[src/design/fifo_macros.svh]
// FIFO build constants
`ifndef FIFO_MACROS_SVH
`define FIFO_MACROS_SVH

//--------------------------------------------------------------------------
// storage geometry
//--------------------------------------------------------------------------
// number of entries, power of two
`define FIFO_DEPTH 16

// word width seen at the FIFO ports
`define DATA_WIDTH 16

// width of one RAM slice, DATA_WIDTH is a multiple of it
`define SLICE_WIDTH 4

//--------------------------------------------------------------------------
// fill-level alert
//--------------------------------------------------------------------------
// alert raised at and above this count
`define ALERT_LEVEL 8

`endif

[src/design/fifoPkg.sv]
// FIFO shared types
`include "fifo_macros.svh"

package fifoPkg;

	// pointer width from depth
	localparam int addrWidth = $clog2(`FIFO_DEPTH);

	//----------------------------------------------------------------------
	// pointer and level types
	//----------------------------------------------------------------------
	// write/read pointer, also the RAM address
	typedef logic [addrWidth-1:0] addrT;

	// fill count, wrapped pointer difference
	typedef logic [addrWidth-1:0] countT;

	//----------------------------------------------------------------------
	// payload
	//----------------------------------------------------------------------
	// one FIFO word
	typedef logic [`DATA_WIDTH-1:0] dataT;

endpackage

[src/design/ramPortIf.sv]
// RAM slice port bundle
`timescale 1ns/1ps
`include "fifo_macros.svh"

interface ramPortIf #(
	// bits carried by one slice
	parameter int sliceWidth = `SLICE_WIDTH
);

	// write port
	logic [sliceWidth-1:0] wd;
	fifoPkg::addrT wa;
	logic we;

	// read port
	fifoPkg::addrT ra;
	logic re;
	logic [sliceWidth-1:0] rd;

	// controller side, drives addresses and strobes
	modport ctrl (
		output wd,
		output wa,
		output we,
		output ra,
		output re,
		input rd
	);

	// RAM side, returns read data
	modport ram (
		input wd,
		input wa,
		input we,
		input ra,
		input re,
		output rd
	);

endinterface

[src/design/sdpRamSlice.sv]
// simple dual-port RAM slice
`timescale 1ns/1ps
`include "fifo_macros.svh"

module sdpRamSlice #(
	// must match the width of the connected bundle
	parameter int sliceWidth = `SLICE_WIDTH
)(
	input logic iCLK,
	ramPortIf.ram port
);

	//----------------------------------------------------------------------
	// storage array
	//----------------------------------------------------------------------
	// one word per FIFO entry, block RAM style
	logic [sliceWidth-1:0] mem [`FIFO_DEPTH];

	//----------------------------------------------------------------------
	// write port
	//----------------------------------------------------------------------
	// synchronous write on strobe
	always_ff @(posedge iCLK)
	begin
		if (port.we)
		begin
			mem[port.wa] <= port.wd;
		end
	end

	//----------------------------------------------------------------------
	// read port
	//----------------------------------------------------------------------
	// registered output, held between accepted reads
	always_ff @(posedge iCLK)
	begin
		if (port.re)
		begin
			port.rd <= mem[port.ra];
		end
	end

endmodule

[src/design/syncFifoController.sv]
// synchronous FIFO controller
// pointers, flags and sliced storage
`timescale 1ns/1ps
`include "fifo_macros.svh"

module syncFifoController #(
	// fill level that raises the alert
	parameter int alertLevel = `ALERT_LEVEL
)(
	input logic iCLK,
	input logic inARST,
	// write side
	input fifoPkg::dataT wd,
	input logic we,
	// read side
	input logic re,
	// status
	output logic full,
	output logic emp,
	output logic remainAlert,
	// read data
	output logic rvd,
	output fifoPkg::dataT rd
);

	// slice geometry
	localparam int sliceWidth = `SLICE_WIDTH;
	localparam int sliceCount = `DATA_WIDTH / `SLICE_WIDTH;

	//----------------------------------------------------------------------
	// pointers and qualified strobes
	//----------------------------------------------------------------------
	fifoPkg::addrT wa;
	fifoPkg::addrT ra;
	fifoPkg::addrT waNext;
	fifoPkg::addrT raNext;

	// raw strobes gated by the flags
	logic weOk;
	logic reOk;

	// next pointer values, wrap naturally at depth
	assign waNext = fifoPkg::addrT'(wa + 1'b1);
	assign raNext = fifoPkg::addrT'(ra + 1'b1);

	// write dropped while full, read dropped while empty
	assign weOk = we & ~full;
	assign reOk = re & ~emp;

	// write pointer
	always_ff @(posedge iCLK or negedge inARST)
	begin
		if (!inARST)
		begin
			wa <= '0;
		end
		else if (weOk)
		begin
			wa <= waNext;
		end
	end

	// read pointer
	always_ff @(posedge iCLK or negedge inARST)
	begin
		if (!inARST)
		begin
			ra <= '0;
		end
		else if (reOk)
		begin
			ra <= raNext;
		end
	end

	// valid strobe, one cycle behind the accepted read
	always_ff @(posedge iCLK or negedge inARST)
	begin
		if (!inARST)
		begin
			rvd <= 1'b0;
		end
		else
		begin
			rvd <= reOk;
		end
	end

	//----------------------------------------------------------------------
	// flags
	//----------------------------------------------------------------------
	// one slot kept free so full and empty differ
	assign full = (waNext == ra);
	assign emp = (wa == ra);

	//----------------------------------------------------------------------
	// fill-level alert
	//----------------------------------------------------------------------
	fifoPkg::countT fillCount;

	// modulo-depth difference of the pointers
	assign fillCount = fifoPkg::countT'(wa - ra);

	// high while at or above the threshold
	assign remainAlert = (fillCount >= fifoPkg::countT'(alertLevel));

	//----------------------------------------------------------------------
	// sliced storage
	//----------------------------------------------------------------------
	// word split into slice-sized lanes, lane 0 is the LSBs
	logic [sliceCount-1:0][sliceWidth-1:0] sliceWd;
	logic [sliceCount-1:0][sliceWidth-1:0] sliceRd;

	assign sliceWd = wd;

	genvar g;
	generate
		for (g = 0; g < sliceCount; g++)
		begin : ramLane
			// port bundle for this lane
			ramPortIf #(
				.sliceWidth(sliceWidth)
			) ramBus ();

			// all lanes share addresses and strobes
			assign ramBus.wd = sliceWd[g];
			assign ramBus.wa = wa;
			assign ramBus.we = weOk;
			assign ramBus.ra = ra;
			assign ramBus.re = reOk;

			sdpRamSlice #(
				.sliceWidth(sliceWidth)
			) ramSlice (
				.iCLK(iCLK),
				.port(ramBus.ram)
			);

			// lane output back into the word
			assign sliceRd[g] = ramBus.rd;
		end
	endgenerate

	// reassembled read word
	assign rd = fifoPkg::dataT'(sliceRd);

endmodule

[src/design/fifoTop.sv]
// FIFO top level
`timescale 1ns/1ps
`include "fifo_macros.svh"

module fifoTop #(
	// alert threshold passed to the controller
	parameter int alertLevel = `ALERT_LEVEL
)(
	input logic iCLK,
	input logic inARST,
	// write side
	input fifoPkg::dataT wd,
	input logic we,
	// read side
	input logic re,
	// status
	output logic full,
	output logic emp,
	output logic remainAlert,
	// read data
	output logic rvd,
	output fifoPkg::dataT rd
);

	//----------------------------------------------------------------------
	// controller outputs
	//----------------------------------------------------------------------
	logic fullW;
	logic empW;
	logic alertW;
	logic rvdW;
	fifoPkg::dataT rdW;

	//----------------------------------------------------------------------
	// FIFO controller with sliced RAM
	//----------------------------------------------------------------------
	syncFifoController #(
		.alertLevel(alertLevel)
	) fifoCtrl (
		.iCLK(iCLK),
		.inARST(inARST),
		.wd(wd),
		.we(we),
		.re(re),
		.full(fullW),
		.emp(empW),
		.remainAlert(alertW),
		.rvd(rvdW),
		.rd(rdW)
	);

	// status and data out
	assign full = fullW;
	assign emp = empW;
	assign remainAlert = alertW;
	assign rvd = rvdW;
	assign rd = rdW;

endmodule

[config.mk]
export PLATFORM = sky130hd
export DESIGN_NAME = fifoTop
export DESIGN_NICKNAME = d
export VERILOG_FILES = /design/src/design/fifoPkg.sv /design/src/design/ramPortIf.sv /design/src/design/sdpRamSlice.sv /design/src/design/syncFifoController.sv /design/src/design/fifoTop.sv
export VERILOG_INCLUDE_DIRS = /design/src /design/src/design
export SDC_FILE = /design/constraint.sdc
export NUM_CORES = 1
export LEC_CHECK = 0
export BUFFER_PORTS_ARGS = -buffer_cell sky130_fd_sc_hd__buf_4
export CAP_MARGIN = 5
export CORE_ASPECT_RATIO = 2
export CORE_MARGIN = 4
export CORE_UTILIZATION = 57
export DETAILED_ROUTE_END_ITERATION = 7
export GPL_TIMING_DRIVEN = 0
export PLACE_DENSITY = 0.82
export RECOVER_POWER = 25
export SETUP_SLACK_MARGIN = 0.3
export SYNTH_ARGS = -nofsm -noshare
export SYNTH_HDL_FRONTEND = slang
export SYNTH_SLANG_ARGS = --single-unit
[constraint.sdc]
create_clock -name iCLK -period 4.5 [get_ports iCLK]
set_clock_uncertainty 0.2 [all_clocks]
set_input_delay 0.9 -clock iCLK [delete_from_list [all_inputs] [get_ports iCLK]]
set_output_delay 0.9 -clock iCLK [all_outputs]
set_load 0.02 [all_outputs]
# [Word-level counts from Yosys, hierarchy flattened]
# Memories as Yosys holds them, arrays and structs flattened. A register that Yosys moved wholly into a read port is not among the register bits.
# Cells that the tools add are included.
[classes] n_addsub=3 order_cmp=1 eq_ne=2 mux=2 bitwise=4
[op_table] operator="adder 4 x 1 -> 4 bit, second input constant" n=2
[op_table] operator="== test 4 bit" n=2
[op_table] operator=">= comparator 4 bit, second input constant" n=1
[op_table] operator="subtractor 4 bit" n=1
[op_table] operator="AND 1 bit" n=2
[op_table] operator="2-to-1 mux 1 bit" n=2
[op_table] operator="NOT 1 bit" n=2
[totals] register_bits=9 ram_bits=256 inputBits=20 output_inout_bits=20 wordCells=19 n_memories=4
[memory_table] memory="fifoCtrl.ramLane[0].ramSlice.mem" words=16 word_bits=4 rd=1 rd_ports_with_merged_regs=1 wr=1 line_no="sdpRamSlice.sv:17" text="logic [sliceWidth-1:0] mem [`FIFO_DEPTH];"
[memory_table] memory="fifoCtrl.ramLane[1].ramSlice.mem" words=16 word_bits=4 rd=1 rd_ports_with_merged_regs=1 wr=1 line_no="sdpRamSlice.sv:17"
[memory_table] memory="fifoCtrl.ramLane[2].ramSlice.mem" words=16 word_bits=4 rd=1 rd_ports_with_merged_regs=1 wr=1 line_no="sdpRamSlice.sv:17"
[memory_table] memory="fifoCtrl.ramLane[3].ramSlice.mem" words=16 word_bits=4 rd=1 rd_ports_with_merged_regs=1 wr=1 line_no="sdpRamSlice.sv:17"

# [Longest topological paths before layout]
# Gate-level depths: netlist (run 1).
[depth] depth_word=6 mapped_depth=8 depth_no_buf=6

# [Hierarchy]
# From an unflattened synthesis (run 1), not the netlist that was laid out.
[hier_totals] cells_unflattened=570 area_unflattened_um2=11408.4
[modules_own_cells] mod="sdpRamSlice" instances=4 cells_each=130 area_per_inst_um2=2706.3 seq_area_each_um2=2042.0
[modules_own_cells] mod="syncFifoController" instances=1 cells_each=50 area_per_inst_um2=583.1 seq_area_each_um2=225.2

# [Least setup slack after synthesis (run 1)]
# No wires, ideal clock.
[synth_path] path_type="flip-flop to flip-flop" from="register fifoCtrl.wa[0] (netlist: fifoCtrl.ramLane[0].ramBus.wa[0])" to="memory fifoCtrl.ramLane[0].ramSlice.mem[0][0] in the netlist's numbering (enable)" setup_ps=430 arrival_time_ps=2854 required_ps=3870 slack_ps=1016 path_stages_with_launch=6 path_buffers=0 synth_period_minus_slack_ps=3484 path_cell_list="dfrtp_1 ha_1 xnor3_1 nand3b_1 nor2_2 nor4_1"
[synth_between] elab_chain_len=6
[synth_lines] element="start, declared" line_no="syncFifoController.sv:33" text="fifoPkg::addrT wa;"
[synth_lines] element="start signal, assigned" line_no="syncFifoController.sv:59" text="wa <= waNext;"
[synth_lines] element="adder 4 x 1 -> 4 bit" line_no="syncFifoController.sv:43" text="assign waNext = fifoPkg::addrT'(wa + 1'b1);"
[synth_lines] element="== test 4 bit" line_no="syncFifoController.sv:93" text="assign full = (waNext == ra);"
[synth_lines] element="NOT 1 bit" line_no="syncFifoController.sv:47" text="assign weOk = we & ~full;"
[synth_lines] element="AND 1 bit" line_no="syncFifoController.sv:47"
[synth_lines] element="2-to-1 mux 1 bit" line_no="sdpRamSlice.sv:25" text="if (port.we)"
[synth_lines] element="2-to-1 mux 1 bit (implied by the code)" line_no="sdpRamSlice.sv:27" text="mem[port.wa] <= port.wd;"
[synth_lines] element="end, declared" line_no="sdpRamSlice.sv:17"
# Parallel ways exist; a longest one is shown, timed or not.

# [Final worst setup path (run 1)]
[layout_path] from="register fifoCtrl.ra[1]" to="output port remainAlert"
[layout_between] elab_chain_len=2
[layout_lines] element="start, declared" line_no="syncFifoController.sv:34" text="fifoPkg::addrT ra;"
[layout_lines] element="start signal, assigned" line_no="syncFifoController.sv:72" text="ra <= raNext;"
[layout_lines] element="subtractor 4 bit" line_no="syncFifoController.sv:102" text="assign fillCount = fifoPkg::countT'(wa - ra);"
[layout_lines] element=">= comparator 4 bit" line_no="syncFifoController.sv:105" text="assign remainAlert = (fillCount >= fifoPkg::countT'(alertLevel));"
[layout_lines] element="end, declared" line_no="fifoTop.sv:19" text="output logic remainAlert,"
# Every way passes these cells.

==> run_results.csv, run 1 <==
group,metric,value,unit
sta,fmax,249.2,MHz
grt,grt_first_pass_wirelength,36140,µm
clock_network,clkSinkCount,281,
yosys,async_flop_share,3.203,%
yosys,ys.flop_type,"edfxtp_1",
yosys,syn-mean-instance-area,22.70,µm²
run_status,outcome,"complete, no violations",
floorplanning,ios,40,
worst_setup_path,worstPathArrival,2.91,ns
clock_network,cts_buffer_depth,3,
floorplanning,start_util,58.50,%
grt,overflow,0,
placed_design,hpwl,16080,µm
route,vias,5305,
yosys,syn_area,10760,µm²
grt,grt_pass1_vias,5681,
power,power-per-cell-area,657.7,nW/µm²
layout,area_delta_synth_final,15.27,%
grt,antenna_found_initial,0,
route,postRouteAntennaNets,0,
route,drt-total-wl,23810,µm
yosys,synth_cell_types,35,
layout,finalNetCount,592,
sta,post-route-min-period,4.012,ns
placed_design,dpl_worst_slack,0.7122,ns
flow_run,maxCapViolCount,0,
worst_setup_path,path_max_fanout,10,
min_path,hold_class,"reg2reg",
worst_setup_path,critPathLaunchType,"flop",
worst_setup_path,cp_cell_sequence,"buf_2, buf_2, inv_1, ha_1, a21o_1, a21oi_1, xor2_1, buf_4",
layout,fin_util,67.44,%
floorplanning,core-area,18390,µm²
clock_network,clockRootBuffer,"clkbuf_16",
sta,maxSlewViolCount,0,
worst_setup_path,cpMostUsedCell,"buf_2",
sta,fin_ws,0.4877,ns
layout,insertedDiodeCount,0,
power,max-vdd-ir-drop,0.3123,mV
worst_setup_path,critPathMaxStageDelay,0.50,ns
yosys,synth-seq-area-share,78.00,%
sta,slew-limit-headroom,26.68,%
sta,fin_crit_sh,89.16,%
floorplanning,die_x,105.2,µm
sta,grt_setup_unrepaired,"no",
layout,drive_above_1_share,31.95,%
clock_network,cts_htree_levels,1,
power,p_total,8.157,mW
placed_design,dp_cells,754,
worst_setup_path,cp-startpoint,"fifoCtrl.ra[1]$_DFFE_PN0P_",
grt,grtUsageTotal,23.24,%
floorplanning,die_h,202.3,µm
yosys,synthCells,474,
clock_network,clk_pin_slew_worst_paths,0.07,ns
worst_setup_path,end_kind,"primary output",
clock_network,clk_latency,0.51,ns
grt,grt_max_degree,23,
placed_design,gp_congestion,0.8275,
layout,final_area,12400,µm²
yosys,ys_warn_count,0,
worst_setup_path,crit_type,"reg2out",
min_path,min_from,"fifoCtrl.ra[3]$_DFFE_PN0P_",
route,wl_per_cell,29.94,µm
placed_design,dpl-instance-area,11670,µm²
worst_setup_path,rr_startpoint,"fifoCtrl.ra[1]$_DFFE_PN0P_",
sta,finalSetupViolations,0,
layout,layoutNonFillerInstCount,795,
sta,hold_viol_final,0,
sta,worst_slew_pin_slew,1.100,ns
route,drc,0,
floorplanning,rows,70,
floorplanning,die_area,21270,µm²
power,p_leak,4.050,nW
clock_network,cts_made_buffers,23,
placed_design,portBuffers,39,
route,drtPass1Iterations,5,
worst_setup_path,cp.required,3.40,ns
route,viasPerCell,6.673,
yosys,synth_seq_cells,281,
worst_setup_path,cp_slowest_cell,"dfrtp_1",
route,dr.first_iter.drc_count,568,
yosys,synth_edf_count,272,
yosys,syn_nets,502,
clock_network,cts_tree,"built",
## cell usage after synthesis, drive strengths merged (2+ instances only)
| cell type | n | area [µm²] |
|---|---|---|
| inv | 5 | 18.77 |
| xnor2 | 5 | 43.79 |
| clkbuf | 8 | 30.03 |
| nand4 | 2 | 12.51 |
| nor2 | 5 | 21.27 |
| buf | 16 | 101.4 |
| nand3 | 2 | 10.01 |
| o21a | 2 | 15.01 |
| ha | 8 | 100.1 |
| nor4 | 4 | 25.02 |
| dfrtp | 9 | 225.2 |
| nand2 | 10 | 37.54 |
| o21ai | 2 | 10.00 |
| nand2b | 3 | 18.77 |
| mux4 | 64 | 1441 |
| a22o | 16 | 140.1 |
| a221o | 16 | 160.2 |
| edfxtp | 272 | 8168 |
| nor3 | 13 | 65.06 |
| xor2 | 3 | 33.79 |
## worst paths after layout
path                                                                endpoint  slack (ns)  cells past startpoint
worst max-delay path                                             remainAlert        0.49                      8
min in group asynchronous       fifoCtrl.ramLane[0].ramBus.wa[1]$_DFFE_PN0P_        0.57                      2
worst max register to register                    fifoCtrl.ra[3]$_DFFE_PN0P_        1.09                      8
worst min-delay path                              fifoCtrl.ra[3]$_DFFE_PN0P_        0.42                      2
worst min register to register                    fifoCtrl.ra[3]$_DFFE_PN0P_        0.42                      2
max in group asynchronous       fifoCtrl.ramLane[0].ramBus.wa[3]$_DFFE_PN0P_        3.38                      2
## stage by stage
stage | hold slack (ns) | setup TNS (ns)
floorplan | 0.3345 | 0
global placement | 0.3740 | -51.11
detailed placement | 0.4008 | 0
CTS | 0.4105 | 0
global route | 0.4331 | 0
finish | 0.4153 | 0
## timing repair
item / CTS / global route
endpoints found under the setup margin: 1 / 1
setup buffers: 0 / 0
hold endpoints to repair: 9 / 0
gates resized for setup: 1 / 1
hold buffers: 1 / 0
## worst max-delay path, delay by kind of cell, from the launching register on
| kind | cells | cell delay [ns] |
|---|---|---|
| xor+xnor | 1 | 0.17 |
| flops | 1 | 0.50 |
| compound gates | 2 | 0.35 |
| fa+ha+maj | 1 | 0.32 |
| buf+inv | 4 | 1.06 |
## layout make-up
type	count	area [µm²]
clock inverter	15	170.2
timing repair buffer	65	528.0
tap	216	270.3
inverter	5	18.77
fill	1093	5989
sequential	281	8393
clock buffer	25	583.1
buffer	24	132.6
multi-input combinational	164	2307
## layer usage
metal	global-route usage (%)	up-vias	wire, µm
li1	-	2192	-
met1	26.42	2809	7589
met2	45.11	245	14200
met3	2.557	59	1332
met4	7.180	0	681
met5	0	-	0
## sequential cells by signal, indices dropped and copies added, names as in the netlist
signal,flops
fifoCtrl.ra,4
fifoCtrl.rvd,1
fifoCtrl.ramLane.ramBus.wa,4
fifoCtrl.ramLane.ramSlice.mem,256
fifoCtrl.ramLane.ramSlice.port.rd,16
## power by group
group	internal (mW)	switching [mW]	total, mW	leakage (nW)
registers	3.30	0.139	3.44	2.58
clock network	1.12	0.892	2.01	0.364
logic	1.18	1.53	2.71	1.11
total	5.60	2.56	8.16	4.05
## cells in the final DEF (no fill, tap or decap), types with 8 or more instances in the layout
cell / n
edfxtp_1: 272
nand2_1: 10
buf_6: 19
clkbuf_16: 23
a221o_1: 16
a22o_1: 16
clkbuf_1: 21
dfrtp_1: 9
nor3_2: 12
mux4_2: 64
ha_1: 8
buf_4: 39
## cell families after synthesis
| logic type | count (synthesis) | share of synthesized area (%) |
|---|---|---|
| flip-flops | 281 | 78.00 |
| XOR/XNOR | 9 | 0.9303 |
| AO/OA/AOI/OAI | 40 | 3.291 |
| buffers and inverters | 29 | 1.395 |
| AND/OR/NAND/NOR | 42 | 1.954 |
| multiplexers | 65 | 13.50 |
| adder cells (fa/ha/maj) | 8 | 0.9303 |
No activity file was read; power rests on OpenSTA's default activity.
==> run 2, diff against run 1 <==
--- a/config.mk
+++ b/config.mk
@@ -6,11 +6,13 @@
 export SDC_FILE = /design/constraint.sdc
 export NUM_CORES = 1
 export LEC_CHECK = 0
+export ABC_AREA = 1
 export BUFFER_PORTS_ARGS = -buffer_cell sky130_fd_sc_hd__buf_4
 export CAP_MARGIN = 5
 export CORE_ASPECT_RATIO = 2
 export CORE_MARGIN = 4
 export CORE_UTILIZATION = 57
+export CTS_BUF_LIST = sky130_fd_sc_hd__clkbuf_4 sky130_fd_sc_hd__clkbuf_8 sky130_fd_sc_hd__clkbuf_16
 export DETAILED_ROUTE_END_ITERATION = 7
 export GPL_TIMING_DRIVEN = 0
 export PLACE_DENSITY = 0.82
==> run 2 against run 1 <==
Against the previous run:
- global-route usage grew 3.8 points
- combinational power grew 26%
- fmax grew 4.5%
- highest routed layer unchanged
==> run_results.csv, run 2 <==
group,metric,value,unit
run_status,outcome,"complete, no violations",
yosys,synth_most_common_cell,"edfxtp_1",
yosys,syn-mean-instance-area,12.51,µm²
grt,grt_first_pass_wirelength,44660,µm
floorplanning,die_h,208.2,µm
placed_design,hpwl,20090,µm
floorplanning,die_area,22510,µm²
layout,layout_common_cells,"edfxtp_1 (272), nor2_1 (199), o21ai_0 (105), nand3_1 (74), nand2_1 (58)",
worst_setup_path,cp-startpoint,"fifoCtrl.ra[2]$_DFFE_PN0P_",
yosys,synthTopCellsByCount,"edfxtp_1 (272), nor2_1 (215), o21ai_0 (105), nand3_1 (74), nand2_1 (58)",
worst_setup_path,rr_endpoint,"fifoCtrl.ramLane[3].ramSlice.port.rd[1]$_DFFE_PP_",
route,wl_per_cell,23.63,µm
clock_network,postCtsSetupBuffers,0,
worst_setup_path,critPathTopFamily,"buffers and inverters",
floorplanning,ios,40,
clock_network,clockRootBuffer,"clkbuf_16",
yosys,ys.flop_type,"edfxtp_1",
grt,grt_pass1_vias,7995,
yosys,synth-seq-area-share,73.46,%
worst_setup_path,cpMostUsedCell,"buf_4",
route,drc,0,
yosys,synth_area_leader_cell,"edfxtp_1",
layout,fin_util,65.47,%
grt,grt_max_degree,24,
placed_design,gp_congestion,0.9248,
layout,largest_reg_flops,256,
worst_setup_path,cp_cell_sequence,"buf_4, inv_2, clkbuf_1, ha_1, a21oi_1, o21ai_0, xor2_1, buf_4",
layout,top_regs,"fifoCtrl.ramLane.ramSlice.mem x256, fifoCtrl.ramLane.ramSlice.port.rd x16",
layout,finalNetCount,1015,
floorplanning,die_x,108.1,µm
worst_setup_path,cp_slowest_cell,"clkbuf_1",
worst_setup_path,critPathLaunchType,"flop",
worst_setup_path,worstPathArrival,2.74,ns
route,viasPerCell,6.124,
sta,hold_viol_final,0,
grt,overflow,0,
worst_setup_path,rr_startpoint,"fifoCtrl.ra[2]$_DFFE_PN0P_",
layout,final-seq-area,8393,µm²
layout,insertedDiodeCount,0,
yosys,syn_nets,941,
worst_setup_path,path_max_fanout,10,
layout,regMostFlops,"fifoCtrl.ramLane.ramSlice.mem",
sta,worst_slew_pin_slew,1.084,ns
layout,fillers,1353,
worst_setup_path,end_kind,"primary output",
flow_run,maxCapViolCount,0,
sta,finalSetupViolations,0,
grt,antenna_found_initial,0,
worst_setup_path,cp-endpoint,"remainAlert",
worst_setup_path,ff2ff_path_depth,7,
route,dr.first_iter.drc_count,806,
clock_network,clk_pin_slew_worst_paths,0.07,ns
power,p_leak,4.520,nW
worst_setup_path,path_depth,8,
sta,slew-limit-headroom,27.66,%
layout,area_delta_synth_final,13.58,%
worst_setup_path,crit_type,"reg2out",
clock_network,cts_made_buffers,22,
worst_setup_path,cp.required,3.40,ns
clock_network,clkSinkCount,281,
route,drt-total-wl,29890,µm
min_path,hold_class,"reg2reg",
sta,maxSlewViolCount,0,
yosys,synth_top_area_share,71.49,%
sta,fin_crit_sh,85.30,%
yosys,syn_area,11420,µm²
yosys,synth_cell_types,26,
yosys,synthTopCellsByArea,"edfxtp_1 (71%), nor2_1 (7.1%), o21ai_0 (4.6%), nand3_1 (3.2%), o211ai_1 (2.1%)",
worst_setup_path,critPathMaxStageDelay,0.48,ns
placed_design,portBuffers,39,
floorplanning,start_util,57.64,%
yosys,synth_edf_count,272,
worst_setup_path,r2r_slack,1.33,ns
yosys,ys_warn_count,0,
power,power-per-cell-area,681.9,nW/µm²
route,vias,7747,
clock_network,ctsResizeCount,0,
sta,post-route-min-period,3.839,ns
sta,fmax,260.5,MHz
layout,drive_above_1_share,13.36,%
layout,mostFrequentLayoutCell,"edfxtp_1",
floorplanning,core-area,19820,µm²
clock_network,clk_latency,0.54,ns
yosys,synthCells,913,
floorplanning,rows,73,
yosys,async_flop_share,3.203,%
route,postRouteAntennaNets,0,
sta,fin_tns_setup,0,ns
clock_network,cts_htree_levels,1,
layout,multiInputGateArea,2610,µm²
route,drtPass1Iterations,6,
clock_network,cts_buffer_depth,3,
grt,grtUsageTotal,27.09,%
sta,grt_setup_unrepaired,"no",
yosys,synth_seq_cells,281,
power,max-vdd-ir-drop,0.4137,mV
worst_setup_path,critical_path_buf_inv_count,4,
clock_network,cts_tree,"built",
run 2: power breakdown:
group	leakage (nW)	total (mW)	internal, mW	switching (mW)
Clock	0.383	2.09	1.19	0.900
Combinational	1.56	3.41	1.03	2.37
Sequential	2.58	3.36	3.26	0.0963
Total	4.52	8.85	5.48	3.37
run 2: worst register-to-register path: stages (launching register included):
cell and delay (ns):
dfrtp_1 0.36, buf_4 0.20, inv_2 0.24, clkbuf_1 0.48
ha_1 0.37, nand3_1 0.11, nand2_1 0.08, inv_1 0.75
run 2: metrics by stage:
| step | hold WS [ns] | setup WS [ns] | area, µm² | instances | power, mW |
|---|---|---|---|---|---|
| 5_1_grt | 0.4325 | 0.5023 | 12980 | 1265 | 9.219 |
| 3_3_place_gp | 0.3521 | 1.071 | 12050 | 1214 | 6.565 |
| 2_1_floorplan | 0.3134 | 1.648 | 11420 | 913 | 5.460 |
| 6_report | 0.3839 | 0.6613 | 12980 | 1265 | 8.848 |
| 3_5_place_dp | 0.3812 | 1.233 | 12250 | 1224 | 6.717 |
| 4_1_cts | 0.3853 | 0.6797 | 13030 | 1265 | 8.788 |
run 2: layout make-up:
cell class	instances	area share, %
plain buffers	56	2.623
multi-input cells	545	20.11
clock buffers	26	4.609
repair buffers	50	3.182
clock inverters	14	1.331
well taps	262	2.526
inverters	31	0.9353
flip-flops and latches	281	64.68
run 2: cells by family (layout without fill, tap and decap cells):
kind of cell	after synthesis	count (layout)	synth area share, %
simple gates	351	351	12.52
flops	281	281	73.46
compound gates	181	181	8.652
buf+inv	87	177	4.041
fa+ha+maj	8	8	0.8762
xor+xnor	5	5	0.4490
run 2: worst min-delay path by stage:
stage | depth (start not counted) | from | slack, ns | end
floorplan | 2 | fifoCtrl.ramLane[0].ramBus.wa[0]$_DFFE_PN0P_ | 0.31 | fifoCtrl.ramLane[0].ramBus.wa[0]$_DFFE_PN0P_
global placement | 2 | fifoCtrl.ramLane[0].ramBus.wa[0]$_DFFE_PN0P_ | 0.35 | fifoCtrl.ramLane[0].ramBus.wa[0]$_DFFE_PN0P_
detailed placement | 2 | fifoCtrl.ramLane[0].ramBus.wa[0]$_DFFE_PN0P_ | 0.38 | fifoCtrl.ramLane[0].ramBus.wa[0]$_DFFE_PN0P_
CTS | 2 | fifoCtrl.ramLane[0].ramBus.wa[0]$_DFFE_PN0P_ | 0.39 | fifoCtrl.ramLane[0].ramBus.wa[0]$_DFFE_PN0P_
global route | 3 | fifoCtrl.ramLane[0].ramBus.wa[3]$_DFFE_PN0P_ | 0.43 | fifoCtrl.ramLane[0].ramBus.wa[3]$_DFFE_PN0P_
finish | 2 | fifoCtrl.ramLane[0].ramBus.wa[0]$_DFFE_PN0P_ | 0.38 | fifoCtrl.ramLane[0].ramBus.wa[0]$_DFFE_PN0P_
run 2: what timing repair did:
item                                   in CTS  in global routing
setup endpoints to repair                   0                  0
endpoints found under the hold margin       9                  0
hold buffers                                1                  0
run 2: metal layers:
metal / global-route usage, % / routed length [µm] / vias to the layer above
met4: 21.53 / 2702 / 0
met3: 4.005 / 2642 / 161
met1: 28.53 / 8985 / 3687
met5: 0 / 0 / -
li1: - / - / 3397
met2: 46.93 / 15560 / 502
